File: config.mk
export PLATFORM = sky130hd
export DESIGN_NAME = hawk_pgwr_mngr
export DESIGN_NICKNAME = d
export VERILOG_FILES = /design/src/logic/hawk_pgwr_pkg.sv /design/src/logic/hawk_axi_wr_issue.sv /design/src/logic/hawk_pgwr_mngr.sv /design/src/logic/hawk_pgwr_sequencer.sv /design/src/logic/hawk_tbl_pkt_builder.sv
export SDC_FILE = /design/constraint.sdc
export NUM_CORES = 1
export LEC_CHECK = 0
export ABC_AREA = 1
export ABC_CLOCK_PERIOD_IN_PS = 92600
export BUFFER_PORTS_ARGS = -buffer_cell sky130_fd_sc_hd__buf_2
export CAP_MARGIN = 30
export CORE_MARGIN = 3
export CORE_UTILIZATION = 40
export DETAILED_ROUTE_END_ITERATION = 12
export PLACE_DENSITY_LB_ADDON = 0.25
export SLEW_MARGIN = 20
export SYNTH_ARGS = -nofsm -noshare
export SYNTH_HDL_FRONTEND = slang
export SYNTH_SLANG_ARGS = --single-unit
File: constraint.sdc
create_clock -name clk_i -period 92.6 [get_ports clk_i]
set_input_delay 4.63 -clock clk_i [delete_from_list [all_inputs] [get_ports clk_i]]
set_output_delay 4.63 -clock clk_i [all_outputs]
set_load 0.005 [all_outputs]
File: src/logic/hawk_pgwr_pkg.sv
/*
 * page-table write manager shared definitions
 * table geometry, base addresses, entry encodings and the FSM and opcode enums
 */
package hawk_pgwr_pkg;

	// table geometry
	localparam int ATT_ENTRY_CNT   = 16;
	localparam int LIST_ENTRY_CNT  = 8;
	localparam int LINE_BYTES      = 64;
	localparam int ATT_PER_LINE    = 8;	// 8 byte att entries
	localparam int LIST_PER_LINE   = 4;	// 16 byte list entries
	localparam int MAX_OUTSTANDING = 16;	// write responses in flight

	// one index width serves both tables, the att table is the larger one
	localparam int IDX_W  = $clog2(ATT_ENTRY_CNT + 1);
	localparam int OUTS_W = $clog2(MAX_OUTSTANDING + 1);

	typedef logic [63:0]      addr_t;
	typedef logic [511:0]     line_t;
	typedef logic [63:0]      strb_t;
	typedef logic [49:0]      way_t;	// physical page number
	typedef logic [IDX_W-1:0] list_idx_t;	// index 0 is null
	typedef logic [IDX_W-1:0] att_idx_t;	// counted from 1

	// table placement in memory
	localparam addr_t     ATT_BASE      = 64'h0000_0000_8000_0000;
	localparam addr_t     LIST_BASE     = 64'h0000_0000_8000_1000;
	localparam way_t      PPA_PAGE_BASE = 50'h0_0000_0008_0000;	// first page of the pool
	localparam list_idx_t NULL_IDX      = '0;

	typedef enum logic {
		LST_FREE,
		LST_UNCOMP
	} list_id_t;

	// att status field, bits 1:0 of an att entry
	typedef enum logic [1:0] {
		STS_DALLOC = 2'd0,
		STS_UNCOMP = 2'd1,
		STS_COMP   = 2'd2
	} att_sts_t;

	typedef enum logic [2:0] {
		OP_ATT_INIT,	// whole att entry as deallocated
		OP_LIST_INIT,	// whole list entry of the initial free list
		OP_ATT_SET,	// att entry with new status and way
		OP_CLEAR_PREV,	// prev pointer of the new source head
		OP_PUSH_SELF,	// prev and next of the moved entry
		OP_LINK_TAIL	// next pointer of the old tail
	} wr_op_t;

	typedef enum logic [2:0] {
		ST_IDLE,
		ST_INIT_ATT,
		ST_INIT_LIST,
		ST_ATT_SET,
		ST_POP,
		ST_PUSH_SELF,
		ST_LINK_TAIL,
		ST_DRAIN
	} seq_state_t;

endpackage

File: src/logic/hawk_axi_wr_issue.sv
/*
 * write issue stage
 * one packet slot driving the address then data channel,
 * with the outstanding response counter and sticky bus error
 */
`timescale 1ns/1ps

module hawk_axi_wr_issue import hawk_pgwr_pkg::*; (
	input  logic       clk_i,
	input  logic       rst_ni,
	input  logic       pkt_valid,
	input  addr_t      pkt_addr,
	input  line_t      pkt_data,
	input  strb_t      pkt_strb,
	input  logic       awready,
	input  logic       wready,
	input  logic       bvalid,
	input  logic [1:0] bresp,
	output logic       awvalid,
	output addr_t      awaddr,
	output logic       wvalid,
	output line_t      wdata,
	output strb_t      wstrb,
	output logic       slot_free,
	output logic       wr_idle,
	output logic       bus_error
);

	logic              slot_empty;
	logic              aw_acc;
	logic              b_ok;
	logic [OUTS_W-1:0] outs_cnt;	// responses still owed

	assign slot_empty = !awvalid && !wvalid;
	assign aw_acc     = awvalid && awready;
	assign b_ok       = bvalid && (bresp == 2'b00);
	// stall new ops while the response window is full
	assign slot_free  = slot_empty && (outs_cnt < OUTS_W'(MAX_OUTSTANDING));
	assign wr_idle    = slot_empty && (outs_cnt == '0);

	always_ff @(posedge clk_i or negedge rst_ni) begin
		if (!rst_ni) begin
			awvalid <= 1'b0;
			wvalid  <= 1'b0;
		end else begin
			if (pkt_valid)
				awvalid <= 1'b1;	// address phase first
			else if (aw_acc)
				awvalid <= 1'b0;
			if (aw_acc)
				wvalid <= 1'b1;	// data follows in the next cycle
			else if (wvalid && wready)
				wvalid <= 1'b0;
		end
	end

	always_ff @(posedge clk_i) begin
		if (pkt_valid) begin
			awaddr <= pkt_addr;
			wdata  <= pkt_data;
			wstrb  <= pkt_strb;
		end
	end

	always_ff @(posedge clk_i or negedge rst_ni) begin
		if (!rst_ni) begin
			outs_cnt  <= '0;
			bus_error <= 1'b0;
		end else begin
			if (aw_acc && !b_ok)
				outs_cnt <= outs_cnt + 1'b1;
			else if (!aw_acc && b_ok && (outs_cnt != '0))
				outs_cnt <= outs_cnt - 1'b1;
			if (bvalid && ((bresp != 2'b00) || (outs_cnt == '0)))
				bus_error <= 1'b1;	// error response or unexpected response
		end
	end

	a_aw_hold: assert property (@(posedge clk_i) disable iff (!rst_ni)
		awvalid && !awready |=> awvalid && $stable(awaddr));
	a_slot_load: assert property (@(posedge clk_i) disable iff (!rst_ni)
		pkt_valid |-> slot_empty);
	a_outs_limit: assert property (@(posedge clk_i) disable iff (!rst_ni)
		outs_cnt <= OUTS_W'(MAX_OUTSTANDING));

endmodule

File: src/logic/hawk_pgwr_mngr.sv
/*
 * page-table write manager top
 * sequencer, packet builder and write issue stage in one pipeline
 */
`timescale 1ns/1ps

module hawk_pgwr_mngr import hawk_pgwr_pkg::*; (
	input  logic       clk_i,
	input  logic       rst_ni,
	// command side
	input  logic       init_att,
	input  logic       init_list,
	input  logic       tbl_update,
	input  att_idx_t   att_entry_id,
	input  list_idx_t  tol_entry_id,
	input  way_t       upd_way,
	input  list_idx_t  upd_next,
	input  list_id_t   src_list,
	output logic       init_att_done,
	output logic       init_list_done,
	output logic       mngr_ready,
	output logic       tbl_update_done,
	output logic       bus_error,
	output list_idx_t  free_head,
	output list_idx_t  free_tail,
	output list_idx_t  uncomp_head,
	output list_idx_t  uncomp_tail,
	// write port
	output logic       awvalid,
	output addr_t      awaddr,
	input  logic       awready,
	output logic       wvalid,
	output line_t      wdata,
	output strb_t      wstrb,
	input  logic       wready,
	input  logic       bvalid,
	input  logic [1:0] bresp
);

	logic      op_valid;
	wr_op_t    op;
	list_idx_t op_idx;
	list_idx_t op_ptr;
	way_t      op_way;
	att_sts_t  op_sts;
	logic      pkt_valid;
	addr_t     pkt_addr;
	line_t     pkt_data;
	strb_t     pkt_strb;
	logic      slot_free;	// back-pressure to the sequencer
	logic      wr_idle;

	hawk_pgwr_sequencer u_seq (.*);	// ports match by name

	hawk_tbl_pkt_builder u_build (.*);

	hawk_axi_wr_issue u_issue (.*);

endmodule

File: src/logic/hawk_pgwr_sequencer.sv
/*
 * page-table write sequencer
 * orders the att and list writes of init and update commands
 * and owns the free and uncompressed list head and tail registers
 */
`timescale 1ns/1ps

module hawk_pgwr_sequencer import hawk_pgwr_pkg::*; (
	input  logic       clk_i,
	input  logic       rst_ni,
	input  logic       init_att,
	input  logic       init_list,
	input  logic       tbl_update,	// one cycle command strobe
	input  att_idx_t   att_entry_id,
	input  list_idx_t  tol_entry_id,
	input  way_t       upd_way,
	input  list_idx_t  upd_next,	// next pointer of the entry being moved
	input  list_id_t   src_list,
	input  logic       slot_free,
	input  logic       wr_idle,
	output logic       op_valid,
	output wr_op_t     op,
	output list_idx_t  op_idx,
	output list_idx_t  op_ptr,
	output way_t       op_way,
	output att_sts_t   op_sts,
	output logic       init_att_done,
	output logic       init_list_done,
	output logic       mngr_ready,
	output logic       tbl_update_done,
	output list_idx_t  free_head,
	output list_idx_t  free_tail,
	output list_idx_t  uncomp_head,
	output list_idx_t  uncomp_tail
);

	seq_state_t state_q, state_d;
	list_idx_t  cnt_q, cnt_d;	// entry counter for both inits
	logic       job_att_q, job_att_d;
	logic       job_list_q, job_list_d;
	logic       strobe_q;	// op strobed last cycle, still in the builder
	logic       can_issue;
	logic       start_upd;
	logic       finish;
	list_idx_t  fh_d, ft_d, uh_d, ut_d;
	list_idx_t  src_head, src_tail;

	// captured update command
	att_idx_t   att_id_q;
	list_idx_t  tol_id_q;
	list_idx_t  next_q;
	way_t       way_q;
	list_id_t   src_q;

	assign can_issue  = slot_free && !strobe_q;
	assign mngr_ready = (state_q == ST_IDLE);
	assign src_head   = (src_q == LST_FREE) ? free_head : uncomp_head;
	assign src_tail   = (src_q == LST_FREE) ? free_tail : uncomp_tail;

	always_comb begin
		state_d    = state_q;
		cnt_d      = cnt_q;
		job_att_d  = job_att_q;
		job_list_d = job_list_q;
		fh_d       = free_head;
		ft_d       = free_tail;
		uh_d       = uncomp_head;
		ut_d       = uncomp_tail;
		start_upd  = 1'b0;
		finish     = 1'b0;
		op_valid   = 1'b0;
		op         = OP_ATT_INIT;
		op_idx     = cnt_q;
		op_ptr     = NULL_IDX;
		op_way     = '0;
		op_sts     = STS_DALLOC;
		unique case (state_q)
			ST_IDLE: begin
				if (init_att && !init_att_done) begin	// inits take priority
					state_d   = ST_INIT_ATT;
					cnt_d     = list_idx_t'(1);
					job_att_d = 1'b1;
				end else if (init_list && !init_list_done) begin
					state_d    = ST_INIT_LIST;
					cnt_d      = list_idx_t'(1);
					job_list_d = 1'b1;
				end else if (tbl_update) begin
					state_d   = ST_ATT_SET;
					start_upd = 1'b1;
				end
			end
			ST_INIT_ATT: begin
				if (can_issue) begin
					op_valid = 1'b1;
					cnt_d    = cnt_q + 1'b1;
					if (cnt_q == list_idx_t'(ATT_ENTRY_CNT))
						state_d = ST_DRAIN;
				end
			end
			ST_INIT_LIST: begin
				op = OP_LIST_INIT;
				if (can_issue) begin
					op_valid = 1'b1;
					cnt_d    = cnt_q + 1'b1;
					if (cnt_q == list_idx_t'(LIST_ENTRY_CNT)) begin
						fh_d    = list_idx_t'(1);	// one free list over all entries
						ft_d    = list_idx_t'(LIST_ENTRY_CNT);
						uh_d    = NULL_IDX;
						ut_d    = NULL_IDX;
						state_d = ST_DRAIN;
					end
				end
			end
			ST_ATT_SET: begin
				op     = OP_ATT_SET;
				op_idx = list_idx_t'(att_id_q);
				op_way = way_q;
				op_sts = (src_q == LST_FREE) ? STS_UNCOMP : STS_COMP;	// free pages come in uncompressed
				if (can_issue) begin
					op_valid = 1'b1;
					state_d  = ST_POP;
				end
			end
			ST_POP: begin
				op     = OP_CLEAR_PREV;
				op_idx = next_q;	// new source head loses its prev
				if (src_head == src_tail) begin	// last entry, list empties without a write
					if (src_q == LST_FREE) begin
						fh_d = NULL_IDX;
						ft_d = NULL_IDX;
					end else begin
						uh_d = NULL_IDX;
						ut_d = NULL_IDX;
					end
					state_d = ST_PUSH_SELF;
				end else if (can_issue) begin
					op_valid = 1'b1;
					if (src_q == LST_FREE)
						fh_d = next_q;
					else
						uh_d = next_q;
					state_d = ST_PUSH_SELF;
				end
			end
			ST_PUSH_SELF: begin
				op     = OP_PUSH_SELF;
				op_idx = tol_id_q;
				op_ptr = uncomp_tail;	// prev of the moved entry
				if (can_issue) begin
					op_valid = 1'b1;
					if (uncomp_tail == NULL_IDX) begin
						uh_d    = tol_id_q;
						ut_d    = tol_id_q;
						state_d = ST_DRAIN;
					end else begin
						state_d = ST_LINK_TAIL;
					end
				end
			end
			ST_LINK_TAIL: begin
				op     = OP_LINK_TAIL;
				op_idx = uncomp_tail;
				op_ptr = tol_id_q;
				if (can_issue) begin
					op_valid = 1'b1;
					ut_d     = tol_id_q;
					state_d  = ST_DRAIN;
				end
			end
			ST_DRAIN: begin
				if (wr_idle && !strobe_q) begin	// builder empty too
					finish  = 1'b1;
					state_d = ST_IDLE;
				end
			end
			default: state_d = ST_IDLE;
		endcase
	end

	always_ff @(posedge clk_i or negedge rst_ni) begin
		if (!rst_ni) begin
			state_q         <= ST_IDLE;
			cnt_q           <= '0;
			job_att_q       <= 1'b0;
			job_list_q      <= 1'b0;
			strobe_q        <= 1'b0;
			free_head       <= NULL_IDX;
			free_tail       <= NULL_IDX;
			uncomp_head     <= NULL_IDX;
			uncomp_tail     <= NULL_IDX;
			init_att_done   <= 1'b0;
			init_list_done  <= 1'b0;
			tbl_update_done <= 1'b0;
		end else begin
			state_q         <= state_d;
			cnt_q           <= cnt_d;
			strobe_q        <= op_valid;
			free_head       <= fh_d;
			free_tail       <= ft_d;
			uncomp_head     <= uh_d;
			uncomp_tail     <= ut_d;
			tbl_update_done <= finish && !job_att_q && !job_list_q;
			if (finish && job_att_q)
				init_att_done <= 1'b1;	// sticky
			if (finish && job_list_q)
				init_list_done <= 1'b1;
			job_att_q  <= finish ? 1'b0 : job_att_d;
			job_list_q <= finish ? 1'b0 : job_list_d;
		end
	end

	always_ff @(posedge clk_i) begin
		if (start_upd) begin
			att_id_q <= att_entry_id;
			tol_id_q <= tol_entry_id;
			next_q   <= upd_next;
			way_q    <= upd_way;
			src_q    <= src_list;
		end
	end

	// the issue slot must be empty and the builder stage free
	a_op_slot: assert property (@(posedge clk_i) disable iff (!rst_ni)
		op_valid |-> slot_free);
	a_op_gap: assert property (@(posedge clk_i) disable iff (!rst_ni)
		op_valid |=> !op_valid);

endmodule

File: src/logic/hawk_tbl_pkt_builder.sv
/*
 * table write packet builder
 * one registered stage from a write opcode to line address, data and strobe
 */
`timescale 1ns/1ps

module hawk_tbl_pkt_builder import hawk_pgwr_pkg::*; (
	input  logic      clk_i,
	input  logic      rst_ni,
	input  logic      op_valid,
	input  wr_op_t    op,
	input  list_idx_t op_idx,
	input  list_idx_t op_ptr,
	input  way_t      op_way,
	input  att_sts_t  op_sts,
	output logic      pkt_valid,
	output addr_t     pkt_addr,
	output line_t     pkt_data,
	output strb_t     pkt_strb
);

	addr_t       n_addr;
	line_t       n_data;
	strb_t       n_strb;
	logic        is_att;
	list_idx_t   idx0;	// entry index counted from 0
	int unsigned slot;
	list_idx_t   init_next;

	// 8 byte att entry, zero-page count stays 0
	function automatic logic [63:0] att_entry(input att_sts_t sts, input way_t way);
		return {12'h000, way, sts};
	endfunction

	// 16 byte list entry with next, prev, way and a reserved top byte
	function automatic logic [127:0] list_entry(input list_idx_t nxt, input list_idx_t prv,
		input way_t way);
		return {8'h00, 6'h00, way, 32'(prv), 32'(nxt)};
	endfunction

	assign is_att    = (op == OP_ATT_INIT) || (op == OP_ATT_SET);
	assign idx0      = op_idx - 1'b1;
	assign init_next = (op_idx == list_idx_t'(LIST_ENTRY_CNT)) ? NULL_IDX : op_idx + 1'b1;

	always_comb begin
		n_data = '0;
		n_strb = '0;
		if (is_att) begin
			slot   = int'(idx0) % ATT_PER_LINE;
			n_addr = ATT_BASE + addr_t'(int'(idx0) / ATT_PER_LINE) * LINE_BYTES;
		end else begin
			slot   = int'(idx0) % LIST_PER_LINE;
			n_addr = LIST_BASE + addr_t'(int'(idx0) / LIST_PER_LINE) * LINE_BYTES;
		end
		unique case (op)
			OP_ATT_INIT: begin
				n_data[slot*64 +: 64] = att_entry(STS_DALLOC, '0);
				n_strb[slot*8 +: 8]   = '1;
			end
			OP_ATT_SET: begin
				n_data[slot*64 +: 64] = att_entry(op_sts, op_way);
				n_strb[slot*8 +: 8]   = '1;
			end
			OP_LIST_INIT: begin	// reserved byte is not written
				n_data[slot*128 +: 128] = list_entry(init_next, idx0,
					PPA_PAGE_BASE + way_t'(idx0));
				n_strb[slot*16 +: 15]   = '1;
			end
			OP_CLEAR_PREV: begin
				n_data[slot*128+32 +: 32] = 32'(op_ptr);	// prev field only
				n_strb[slot*16+4 +: 4]    = '1;
			end
			OP_PUSH_SELF: begin
				n_data[slot*128 +: 64] = {32'(op_ptr), 32'(NULL_IDX)};	// prev = old tail, next null
				n_strb[slot*16 +: 8]   = '1;
			end
			OP_LINK_TAIL: begin
				n_data[slot*128 +: 32] = 32'(op_ptr);	// next field only
				n_strb[slot*16 +: 4]   = '1;
			end
			default: n_strb = '0;
		endcase
	end

	always_ff @(posedge clk_i or negedge rst_ni) begin
		if (!rst_ni)
			pkt_valid <= 1'b0;
		else
			pkt_valid <= op_valid;
	end

	always_ff @(posedge clk_i) begin
		if (op_valid) begin
			pkt_addr <= n_addr;
			pkt_data <= n_data;
			pkt_strb <= n_strb;
		end
	end

	// every opcode must map to some bytes
	a_strb_nonzero: assert property (@(posedge clk_i) disable iff (!rst_ni)
		pkt_valid |-> (pkt_strb != '0));

endmodule

; Word level (Yosys, flattened, before mapping)
; Index checks and enable logic that the tools add are counted.
[totals]
out_inout_bits = 667
wordCells = 243
in_bits = 76
ff_bits = 1388
[op_classes]
n_addsub = 16
shifts = 21
n_mux = 77
n_reduce_logical = 57
n_bitwise = 11
n_eq_ne = 33
magnitude_cmp = 1
[op_table]
columns = op, n
row1 = 512-bit bitwise AND, 6
row2 = 512-bit case mux with 6 select lines, 1
row3 = "32-bit by 34-bit variable shift with 512-bit output, first input constant", 2
row4 = "64-bit by 34-bit variable shift with 512-bit output, first input constant", 2
row5 = 32-bit by 34-bit variable part select with 512-bit output, 2
row6 = 64-bit by 34-bit variable part select with 512-bit output, 2
row7 = "128-bit by 34-bit variable shift with 512-bit output, first input constant", 1
row8 = 128-bit by 34-bit variable part select with 512-bit output, 1
row9 = "64-bit by 34-bit variable part select with 512-bit output, first input constant", 1
row10 = 64-bit bitwise AND, 5
row11 = 64-bit case mux with 5 select lines, 1
row12 = 5-bit 2-to-1 mux, 27
row13 = "4-bit by 34-bit variable shift with 64-bit output, first input constant", 2
row14 = "8-bit by 34-bit variable shift with 64-bit output, first input constant", 2
row15 = "4-bit by 34-bit variable part select with 64-bit output, first input constant", 2
row16 = "8-bit by 34-bit variable part select with 64-bit output, first input constant", 2
row17 = 32-bit negation with 34-bit output, 2
row18 = 64-bit 2-to-1 mux, 1
row19 = "15-bit by 34-bit variable shift with 64-bit output, first input constant", 1
row20 = "15-bit by 34-bit variable part select with 64-bit output, first input constant", 1
row21 = 50-bit 2-to-1 mux, 1
row22 = 3-bit 2-to-1 mux, 14
row23 = 5-bit case mux with 2 select lines, 4
row24 = 5-bit case mux with 4 select lines, 2
row25 = 46 further kinds, 131

; Logic depth before layout (Yosys ltp)
; Gate-level depths: netlist (run 1).
[depth]
depth_word = 10
depth_mapped = 23
mapped_depth_nobuf = 20

; Modules after synthesis
; Synthesis (run 1) repeated with hierarchy kept, for this count alone.
[unflattened]
hier_cells = 2883
area_unflattened_um2 = 43605.6
[modules_own_cells]
columns = module, instances, seq_area_each_um2, area_per_inst_um2, cells_each
row1 = hawk_axi_wr_issue, 1, 19418.6, 19766.5, 697
row2 = hawk_tbl_pkt_builder, 1, 13117.6, 19277.2, 1709
row3 = hawk_pgwr_sequencer, 1, 2732.6, 4561.9, 477

; Least setup slack after synthesis (run 1)
; OpenSTA, ideal clock, no wires.
[synth_path]
kind = register -> register
startpoint = register u_build.pkt_valid (netlist name)
endpoint = register u_build.pkt_valid
setup_ns = 2.291
synth_period_minus_slack_ns = 29.840
path_buffers = 0
path_slack_ns = 62.760
required_time_ns = 90.309
stages_incl_launch_ff = 6
t_arrival_ns = 27.549
path_cell_list = dfrtp_1 -> inv_1 -> nand4_1 -> inv_1 -> nand2_1 -> a21oi_1
[synth_rtl]
columns = element, line_no
row1 = end signal: assignment, hawk_tbl_pkt_builder.sv:89  ; pkt_valid <= op_valid;
row2 = end: declaration, hawk_tbl_pkt_builder.sv:16  ; output logic pkt_valid,

; Worst setup path after layout (run 1)
[layout_path]
startpoint = register u_seq.state_q[0]
endpoint = output mngr_ready
[layout_between]
elab_chain_len = 1
[layout_rtl]
columns = element, line_no
row1 = start: declaration, hawk_pgwr_sequencer.sv:37  ; seq_state_t state_q, state_d;
row2 = start signal: assignment, hawk_pgwr_sequencer.sv:195  ; state_q <= state_d;
row3 = 3-bit logical NOT, hawk_pgwr_sequencer.sv:56  ; assign mngr_ready = (state_q == ST_IDLE);
row4 = end: declaration, hawk_pgwr_mngr.sv:21  ; output logic mngr_ready,
; No other way between the ends.

==> key figures, run 1 <==
Floorplanning
  – DIE HEIGHT: 311 um
  – Starting Density: just over 40%
  – Die area: slightly below 100000 um2
  – Std-Cell Rows: about 110
  – Ports: between 700 and 800
  – Overall die width: between 300 and 400 um
  – Core Footprint: 91800 um2

Global route
  – Vias in the first global route: 21000
  – Global route total overflow: 0
  – Largest net degree at the start of global routing: between 150 and 200
  – GRT Resource Usage Total: 20.9%
  – First-pass GRT wire length: roughly 150 mm
  – Initial antenna violation count: 13

Flow run
  – Max Cap Viol: 0

Synth
  – Netlist cell types: 45
  – Largest cells by area after synthesis: edfxtp_1 76%, buf_4 4.3%, nand2_1 3.8%, nor2_1 3.6%, dfrtp_1 2.6%
  – Mapped Area: 37100 um2
  – Most common library cells after synthesis: 938 x edfxtp_1, 375 x nand2_1, 356 x nor2_1
  – Yosys warns: 0
  – Adder-cell share of the synthesized area: 0.492%
  – Post-synth top area cell: edfxtp_1
  – Multiplexer area fraction after synthesis: less than 1%
  – FFs w/ async S/R, synth: 3.89%
  – Synth Area in Compound Gates: 1.28%
  – Largest family of logic cells by synthesized area: simple AND/OR/NAND/NOR gates
  – Post-synthesis xor/xnor area fraction: less than 1%
  – Most frequent cell after synthesis: edfxtp_1
  – Share of the synthesized area in the top cell type: around three quarters
  – Predominant post-synthesis flop cell: edfxtp_1
  – EDFF count, synth: between 900 and 1000
  – Seq/Total Area, Yosys: approximately 80%
  – Post-Syn Instances: 2563
  – Yosys reg bits: ~980
  – Synth Area in Simple Gates: 12.4%
  – Syn_area_per_cell: ~14 um2

Drt
  – Mean routed wirelength per cell: around 23 um
  – Post-route ant nets: 0
  – Post-detailed-route via-to-cell ratio: 4.81
  – Vias post-DR: between 20000 and 25000
  – Residual DRC count: 0
  – Total routed wirelength: 104 mm
  – Detailed Routing Iterations Pass 1: 6
  – DRT iter0 DRCs: 1983

Clock tree
  – CTS Buffer Depth: 3
  – CTS tree: done
  – Clk_lat worst skew: about 0.67 ns
  – CTS Hold Bufs: 0
  – Post-cts gate resize count: 0
  – Clock sinks: 976
  – Root Buffer: clkbuf_16
  – Clk slew on worst S/H paths: 0.06 ns
  – Post-CTS setup buffer count: 0
  – CTS HTree Levels: 3
  – CTS buffer count: just under 100

Layout
  – Nets: ~3200
  – FF/Latch Area: around 29000 um2
  – Layout cells sized above 1: 26.2%
  – Fillers: 8083
  – Area occupied by multi-input gates: 6040 um2
  – Syn-to-layout area delta: 18.1%

Hold path
  – Hold path cells: 0
  – Hold/Removal Path Class: register to register

Placed design
  – Post-place setup slack: 86.21 ns
  – Routability cong.: 0.907
  – IO buf count: 582
  – Hpwl dp: 70.9 mm

Outcome
  – Status: finished clean

Timing
  – WHS: roughly 0.4 ns
  – # setup viols final: 0
  – Worst slew margin: about 30%
  – Final slew viol count: 0
  – Measured slew at the worst slew-check pin: between 1 and 1.5 ns
  – Min cycle time layout: 6.64 ns
  – Fmax achieved: ~150 MHz
  – Final worst setup slack: 85.96 ns
  – Final hold vios: 0
  – Setup TNS: 0 ns
  – RSZ-0062 raised after global routing: false
  – Clock Skews: about 0.023 ns
  – Final Cycle Share: 7.17%

Setup path
  – Setup crit start kind: register
  – Crit path kind: register to output pin
  – Worst Path Required: 87.97 ns
  – Critical path arrival: 2.01 ns
  – CP Max Fanout: 10
  – FF-to-FF path depth: 9
  – CP endpoint kind: output pin

Power
  – Worst vdd ir: 0.0000248 V
  – Pwr dens: 34.2 nW/um2
  – P_leak: 16.2 nW
  – Total chip power: 1.50 mW
[state kept, by name, indices dropped and copies added (netlist names), 5 cells and up]
signal,cells
u_build.pkt_strb,16
u_seq.next_q,5
u_seq.att_id_q,5
u_seq.uncomp_head,5
u_seq.free_head,5
u_seq.way_q,50
u_issue.outs_cnt,5
u_issue.wstrb,16
u_issue.wdata,416
u_seq.tol_id_q,5
u_build.pkt_data,416
u_seq.cnt_q,5
u_seq.uncomp_tail,5
[power by group]
group          switching [mW]  leakage, nW  total [mW]  internal, mW
clock                   0.165         1.52       0.385         0.220
sequential             0.0422         9.23       0.688         0.646
combinational           0.337         5.43       0.423        0.0859
[final timing paths]
path | startpoint | to | slack (ns)
max in group asynchronous | rst_ni | u_build.pkt_valid$_DFF_PN0_ | 88.14
worst max register to register | u_seq.state_q[2]$_DFFE_PN0P_ | u_build.pkt_data[391]$_DFFE_PP_ | 87.04
worst min register to register | u_build.pkt_data[283]$_DFFE_PP_ | u_issue.wdata[283]$_DFFE_PP_ | 0.41
worst min-delay path | u_build.pkt_data[283]$_DFFE_PP_ | u_issue.wdata[283]$_DFFE_PP_ | 0.41
worst max-delay path | u_seq.state_q[0]$_DFFE_PN0P_ | mngr_ready | 85.96
min in group asynchronous | rst_ni | u_seq.free_head[2]$_DFFE_PN0P_ | 3.94
[metrics by stage]
stage / instances / instance area [um2] / utilization, %
4_1_cts: 4470 / 43800 / 47.7
6_report: 4480 / 43800 / 47.7
2_1_floorplan: 2721 / 37700 / -
3_5_place_dp: 4291 / 40600 / 44.3
5_1_grt: 4475 / 43800 / 47.7
3_3_place_gp: 4279 / 40400 / 44.0
[logic make-up after synthesis]
group	count (synthesis)
compound gates	80
xor+xnor	8
fa+ha+maj	14
buf+inv	450
flops	976
mux	1
other cells	2
simple gates	1032
[layout make-up]
class / count / area share [%]
timing repair buffer: 627 / 7.70
antenna: 9 / 0.0514
clock buffer: 125 / 6.07
multi-input combinational: 1295 / 13.8
inverter: 151 / 1.31
clock inverter: 54 / 1.08
sequential: 976 / 66.5
tap: 1243 / 3.55
[worst max-delay path: stages (launching register included)]
cell and delay (ns):
dfrtp_1 0.59, nor2_2 0.32, inv_1 0.09, nor2_1 0.18, buf_2 0.17
[cell usage in the layout (no fill, tap or decap), types with 7 or more instances in the layout]
cell,instances
inv_1,137
buf_4,32
clkbuf_16,102
nor3_1,78
clkinvlp_4,7
inv_2,10
a21oi_1,7
nand2_1,371
buf_2,587
nor4_1,34
ha_1,12
nor4_2,9
nand2_2,11
diode_2,9
clkbuf_1,21
clkinv_1,20
nand3_1,96
conb_1,160
nand4_1,34
o21ai_0,45
edfxtp_1,938
dfrtp_1,37
nor2_4,7
nor3_2,19
clkinv_2,17
nor2_1,355
[per-layer routing]
layer  vias to the layer above  wire [um]  GRT usage (%)
met5                         -         64              0
met4                        10       3970           8.68
met3                       179       7900           4.64
met2                       955      50000           34.5
met1                     10600      41600           26.8
li1                       9842          -              -
Power figures use the tool's default switching activity.
==> run 2, diff against run 1 <==
- ABC_CLOCK_PERIOD_IN_PS: 92600 -> 6580
- clock period: 92.6 -> 6.58 ns (I/O delays scaled with it)
==> key figures, run 2 (synthesis gave the netlist of run 1 again) <==
Timing
  – # setup viols final: 0 (unchanged)
  – Final Cycle Share: 77.2%
  – Final worst setup slack: 1.50 ns (was 85.96 ns)
  – Worst slew margin: 31.2% (was 29.9%)
  – Final slew viol count: 0 (unchanged)
  – Final hold vios: 0 (unchanged)
  – Fmax achieved: 197 MHz
  – Measured slew at the worst slew-check pin: 1.02 ns (was 1.04 ns)
  – RSZ-0062 raised after global routing: false (unchanged)
  – Clock Skews: 0.0278 ns (was 0.0229 ns)
  – WHS: 0.0443 ns (was 0.406 ns)
  – Min cycle time layout: 5.08 ns

Hold path
  – Hold/Removal Path Class: input port to async pin (was register to register)

Power
  – P_leak: 16.5 nW (was 16.2 nW)
  – Worst vdd ir: 0.000391 V (was 0.0000248 V)
  – Combinational fraction of design power: 27.9% (was 28.3%)
  – Clock network power share: 26.3% (was 25.7%)
  – Sw Pwr: 7.70 mW (was 0.544 mW)
  – Pwr dens: 478 nW/um2 (was 34.2 nW/um2)
  – Int Pwr: 13.6 mW (was 0.952 mW)
  – Seq pwr share: 45.8% (was 46.0%)
  – Sw frac: 36.1% (was 36.4%)

Layout
  – Commonest non-fill, non-tap cell in the layout: edfxtp_1 (unchanged)
  – Most frequent cells in the layout: 938 x edfxtp_1, 588 x buf_2, 370 x nand2_1 (was 938 x edfxtp_1, 587 x buf_2, 371 x nand2_1)
  – Syn-to-layout area delta: 20.2% (was 18.1%)
  – Top flop regs: u_build.pkt_data x416, u_issue.wdata x416, u_seq.way_q x50 (unchanged)
  – Nets: 3315 (was 3240)
  – Layout cells sized above 1: 25.9% (was 26.2%)

Drt
  – Residual DRC count: 0 (unchanged)
  – Post-route ant nets: 0 (unchanged)
  – DRT iter0 DRCs: 2185 (was 1983)
  – Total routed wirelength: 107 mm (was 104 mm)
  – Vias post-DR: 22100 (was 21600)
  – Post-detailed-route via-to-cell ratio: 4.86 (was 4.81)
  – Detailed Routing Iterations Pass 1: 7 (was 6)
  – Mean routed wirelength per cell: 23.4 um (was 23.1 um)

Placed design
  – IO buf count: 582 (unchanged)
  – Hpwl dp: 73.4 mm (was 70.9 mm)
  – Routability cong.: 0.906 (was 0.907)
  – Post-place setup slack: 1.64 ns (was 86.21 ns)

Setup path
  – R2R Setup Slk: 1.50 ns (was 87.04 ns)
  – Worst r2r dst: u_build.pkt_data[9]$_DFFE_PP_ (was u_build.pkt_data[391]$_DFFE_PP_)
  – Setup crit start kind: register (unchanged)
  – Worst Setup EP: u_build.pkt_data[9]$_DFFE_PP_ (was mngr_ready)
  – Crit path kind: register to register (was register to output pin)
  – Worst setup path startpoint: u_seq.state_q[0]$_DFFE_PN0P_ (unchanged)
  – Worst Path Required: 7.07 ns (was 87.97 ns)
  – RR Startpoint: u_seq.state_q[0]$_DFFE_PN0P_ (was u_seq.state_q[2]$_DFFE_PN0P_)
  – CP Max Fanout: 31 (was 10)
  – CP endpoint kind: register (was output pin)
  – Critical path arrival: 5.57 ns (was 2.01 ns)
  – FF-to-FF path depth: 16 (was 9)

Global route
  – First-pass GRT wire length: 150 mm (was 146 mm)
  – GRT Resource Usage Total: 21.4% (was 20.9%)
  – Largest net degree at the start of global routing: 175 (was 155)
  – Vias in the first global route: 21300 (was 21000)
  – Global route total overflow: 0 (unchanged)
  – Initial antenna violation count: 3 (was 13)

Clock tree
  – Clk slew on worst S/H paths: 0.06 ns (about the same)
  – CTS Hold Bufs: 72 (was 0)
  – Clk_lat worst skew: 0.68 ns (was 0.67 ns)
  – Clock sinks: 976 (unchanged)
  – CTS tree: done (unchanged)
  – CTS buffer count: 99 (unchanged)
  – CTS HTree Levels: 3 (unchanged)
  – Root Buffer: clkbuf_16 (unchanged)
  – Post-cts gate resize count: 0 (unchanged)
  – CTS Buffer Depth: 3 (unchanged)
  – Post-CTS setup buffer count: 0 (unchanged)

Floorplanning
  – DIE HEIGHT: 311 um (unchanged)
  – Overall die width: 311 um (unchanged)
  – Core Footprint: 91800 um2 (unchanged)
  – Std-Cell Rows: 111 (unchanged)
  – Die area: 96400 um2 (unchanged)
  – Ports: 743 (unchanged)
  – Starting Density: 40.4% (unchanged)

Flow run
  – Max Cap Viol: 0 (unchanged)

Outcome
  – Status: finished clean (unchanged)
-- run 2: changes by cell type in the layout (fill, tap and decap cells not counted), sizes merged --
cell / previous run / this run
clkbuf: 125 / 118
buf: 627 / 629
dlygate4sd3: 0 / 72
clkinvlp: 7 / 3
bufinv: 6 / 11
clkinv: 39 / 47
inv: 153 / 155
diode: 9 / 2
-- run 2: layout make-up --
cell class,count,area (um2)
flip-flops and latches,976,29100
diodes,2,5.00
clock buffers,117,2580
well taps,1243,1560
fillers,7969,47200
inverters,151,572
clock inverters,65,676
multi-input cells,1295,6040
repair buffers,702,4070
-- run 2: power by group through the flow --
stage,Clock [mW],Sequential [mW],Combinational (mW)
3_5_place_dp,0,9.87,5.95
4_1_cts,5.75,9.77,6.00
3_3_place_gp,0,9.86,5.93
6_report,5.62,9.75,5.95
2_1_floorplan,0,10.2,3.36
5_1_grt,5.99,9.89,6.40
-- run 2: per-layer routing --
metal | GRT usage (%) | wire length (um) | vias to the layer above
li1 | - | - | 9989
met1 | 28.7 | 44400 | 10900
met2 | 35.1 | 51300 | 1056
met3 | 4.01 | 7670 | 166
met4 | 7.58 | 3350 | 2
met5 | 0 | 13 | -
-- run 2: worst min-delay path by stage --
| stage | endpoint | depth (start not counted) | start |
|---|---|---|---|
| 6_report | u_issue.wvalid$_DFFE_PN0P_ | 2 | rst_ni |
| 3_3_place_gp | u_issue.wdata[110]$_DFFE_PP_ | 0 | u_build.pkt_data[110]$_DFFE_PP_ |
| 4_1_cts | u_seq.job_att_q$_DFFE_PN0P_ | 5 | init_att |
| 5_1_grt | u_issue.wvalid$_DFFE_PN0P_ | 2 | rst_ni |
| 3_5_place_dp | u_issue.wdata[107]$_DFFE_PP_ | 0 | u_build.pkt_data[107]$_DFFE_PP_ |
| 2_1_floorplan | u_build.pkt_valid$_DFF_PN0_ | 0 | rst_ni |
-- run 2: metrics by stage --
step	instances	area (um2)	total power, mW	utilization [%]	setup TNS (ns)
after floorplan	2721	37700	13.6	-	-2097.50
after global placement	4284	40500	15.8	44.1	0
after detailed placement	4292	40600	15.8	44.2	0
after CTS	4546	44600	21.5	48.6	0
after global routing	4550	44600	22.3	48.6	0
final	4551	44600	21.3	48.6	0
-- run 2: worst max-delay path, cell delays in order, from the launching register on --
cell,delay (ns)
dfrtp_1,0.69
nor2_2,0.15
nand2_1,0.23
inv_1,0.22
nand2_1,0.11
nand3_1,0.10
nor2_1,0.10
nor2_1,0.12
ha_1,0.33
nor2_1,0.34
clkinv_1,0.57
nor2_1,0.23
nand2_1,0.12
nor2_4,0.17
nand4_4,0.68
buf_4,0.49
nor3_1,0.20
==> run 3, diff against run 2 <==
- ABC_CLOCK_PERIOD_IN_PS: 6580 -> 4820
- clock period: 6.58 -> 4.82 ns (I/O delays scaled with it)
==> key figures, run 3 (synthesis gave the netlist of run 1 again) <==
Outcome
  – Status: finished clean (unchanged)

Layout
  – Nets: 3357 (was 3315)
  – Top flop regs: u_build.pkt_data x416, u_issue.wdata x416, u_seq.way_q x50 (unchanged)
  – Layout cells sized above 1: 26.5% (was 25.9%)
  – Syn-to-layout area delta: 21.6% (was 20.2%)
  – Area occupied by multi-input gates: 6010 um2 (was 6040 um2)
  – FF/Latch Area: 29100 um2 (unchanged)
  – Fillers: 7975 (was 7969)
  – Cell area after layout: 45100 um2 (was 44600 um2)
  – Most frequent cells in the layout: 938 x edfxtp_1, 582 x buf_2, 370 x nand2_1 (was 938 x edfxtp_1, 588 x buf_2, 370 x nand2_1)
  – Core Util, Final: 49.1% (was 48.6%)
  – Commonest non-fill, non-tap cell in the layout: edfxtp_1 (unchanged)

Clock tree
  – CTS Buffer Depth: 3 (unchanged)
  – CTS buffer count: 102 (was 99)
  – Clock sinks: 976 (unchanged)
  – CTS Hold Bufs: 73 (was 72)
  – Clk_lat worst skew: 0.67 ns (was 0.68 ns)
  – Root Buffer: clkbuf_16 (unchanged)
  – CTS HTree Levels: 3 (unchanged)
  – CTS tree: done (unchanged)
  – Post-cts gate resize count: 0 (unchanged)
  – Clk slew on worst S/H paths: 0.06 ns (about the same)
  – Post-CTS setup buffer count: 0 (unchanged)

Setup path
  – Worst Path Required: 5.30 ns (was 7.07 ns)
  – CP endpoint kind: register (unchanged)
  – Crit path kind: register to register (unchanged)
  – Critical path arrival: 4.67 ns (was 5.57 ns)
  – CP Max Fanout: 14 (was 31)
  – Setup crit start kind: register (unchanged)

Drt
  – Vias post-DR: 22200 (was 22100)
  – Mean routed wirelength per cell: 23.3 um (was 23.4 um)
  – Total routed wirelength: 107 mm (about the same)
  – Post-detailed-route via-to-cell ratio: 4.83 (was 4.86)
  – Detailed Routing Iterations Pass 1: 5 (was 7)
  – Post-route ant nets: 0 (unchanged)
  – DRT iter0 DRCs: 2301 (was 2185)
  – Residual DRC count: 0 (unchanged)

Timing
  – # setup viols final: 0 (unchanged)
  – RSZ-0062 raised after global routing: false (unchanged)
  – Min cycle time layout: 4.19 ns (was 5.08 ns)
  – Final hold vios: 0 (unchanged)
  – Fmax achieved: 239 MHz (was 197 MHz)
  – Final slew viol count: 0 (unchanged)
  – Final Cycle Share: 86.9% (was 77.2%)
  – Clock Skews: 0.0348 ns (was 0.0278 ns)
  – Worst slew margin: 34.7% (was 31.2%)
  – Measured slew at the worst slew-check pin: 0.977 ns (was 1.02 ns)

Floorplanning
  – Core Footprint: 91800 um2 (unchanged)
  – Std-Cell Rows: 111 (unchanged)
  – DIE HEIGHT: 311 um (unchanged)
  – Ports: 743 (unchanged)
  – Die area: 96400 um2 (unchanged)
  – Starting Density: 40.4% (unchanged)
  – Overall die width: 311 um (unchanged)

Power
  – Worst vdd ir: 0.000653 V (was 0.000391 V)
  – P_leak: 16.8 nW (was 16.5 nW)
  – Pwr dens: 659 nW/um2 (was 478 nW/um2)

Global route
  – First-pass GRT wire length: 152 mm (was 150 mm)
  – Largest net degree at the start of global routing: 159 (was 175)
  – Global route total overflow: 0 (unchanged)
  – Initial antenna violation count: 4 (was 3)
  – Vias in the first global route: 21700 (was 21300)
  – GRT Resource Usage Total: 21.6% (was 21.4%)

Placed design
  – Routability cong.: 0.905 (was 0.906)
  – Hpwl dp: 74.3 mm (was 73.4 mm)
  – IO buf count: 582 (unchanged)
  – Placed Area: 41100 um2 (was 40600 um2)

Hold path
  – Hold/Removal Path Class: input port to register (was input port to async pin)

Flow run
  – Max Cap Viol: 0 (unchanged)
==> run 3: through the flow <==
step | hold slack [ns] | total power, mW | worst slack, ns | TNS [ns] | instances
after floorplan | -0.0546 | 18.9 | -6.75 | -3288.77 | 2721
final | 0.0808 | 29.7 | 0.630 | 0 | 4592
after CTS | 0.0221 | 30.0 | 0.672 | 0 | 4587
after detailed placement | 0.405 | 22.3 | 0.681 | 0 | 4330
after global routing | 0.0905 | 31.1 | 0.339 | 0 | 4590
after global placement | 0.401 | 22.2 | 0.629 | 0 | 4329
==> run 3: area by class of cell <==
cell class / instances / share of cell area (%)
well taps: 1243 / 3.45
repair buffers: 741 / 10.2
clock inverters: 57 / 1.30
multi-input cells: 1295 / 13.3
inverters: 151 / 1.27
diodes: 2 / 0.0111
flip-flops and latches: 976 / 64.6
clock buffers: 127 / 5.94
==> run 3: routing by layer <==
metal | wire length (um) | GRT usage, %
met1 | 44300 | 28.9
met2 | 52200 | 36.0
met3 | 8030 | 4.07
met4 | 2520 | 6.34
met5 | 0 | 0
==> run 3: final timing paths <==
check / from / end / slack, ns / depth (start not counted)
max: u_seq.state_q[0]$_DFFE_PN0P_ / u_build.pkt_data[35]$_DFFE_PP_ / 0.63 / 17
min: init_list / u_seq.job_list_q$_DFFE_PN0P_ / 0.08 / 5
max reg2reg: u_seq.state_q[0]$_DFFE_PN0P_ / u_build.pkt_data[35]$_DFFE_PP_ / 0.63 / 17
min reg2reg: u_build.pkt_data[112]$_DFFE_PP_ / u_issue.wdata[112]$_DFFE_PP_ / 0.39 / 0
max in group asynchronous: rst_ni / u_build.pkt_valid$_DFF_PN0_ / 3.88 / 4
min in group asynchronous: rst_ni / u_issue.bus_error$_DFFE_PN0P_ / 0.48 / 3
==> run 3: worst max-delay path, cell delays in order, from the launching register on <==
cell and delay [ns]:
dfrtp_1 0.72, nor2_2 0.16, nand2_1 0.24, inv_1 0.09
nand2_1 0.07, nand3_1 0.10, o21bai_1 0.32, ha_1 0.27
nand3_1 0.16, nand3_4 0.18, ha_4 0.28, inv_1 0.08
buf_4 0.21, nor2_4 0.20, nand4_1 0.24, inv_1 0.31
nand2_1 0.15, nand3_1 0.22
==> run 3: report_power, final <==
group / internal, mW / total [mW] / switching, mW / leakage (nW)
Clock: 4.39 / 7.63 / 3.24 / 1.58
Sequential: 12.4 / 13.2 / 0.820 / 9.23
Combinational: 2.19 / 8.88 / 6.69 / 5.97
Total: 19.0 / 29.7 / 10.7 / 16.8
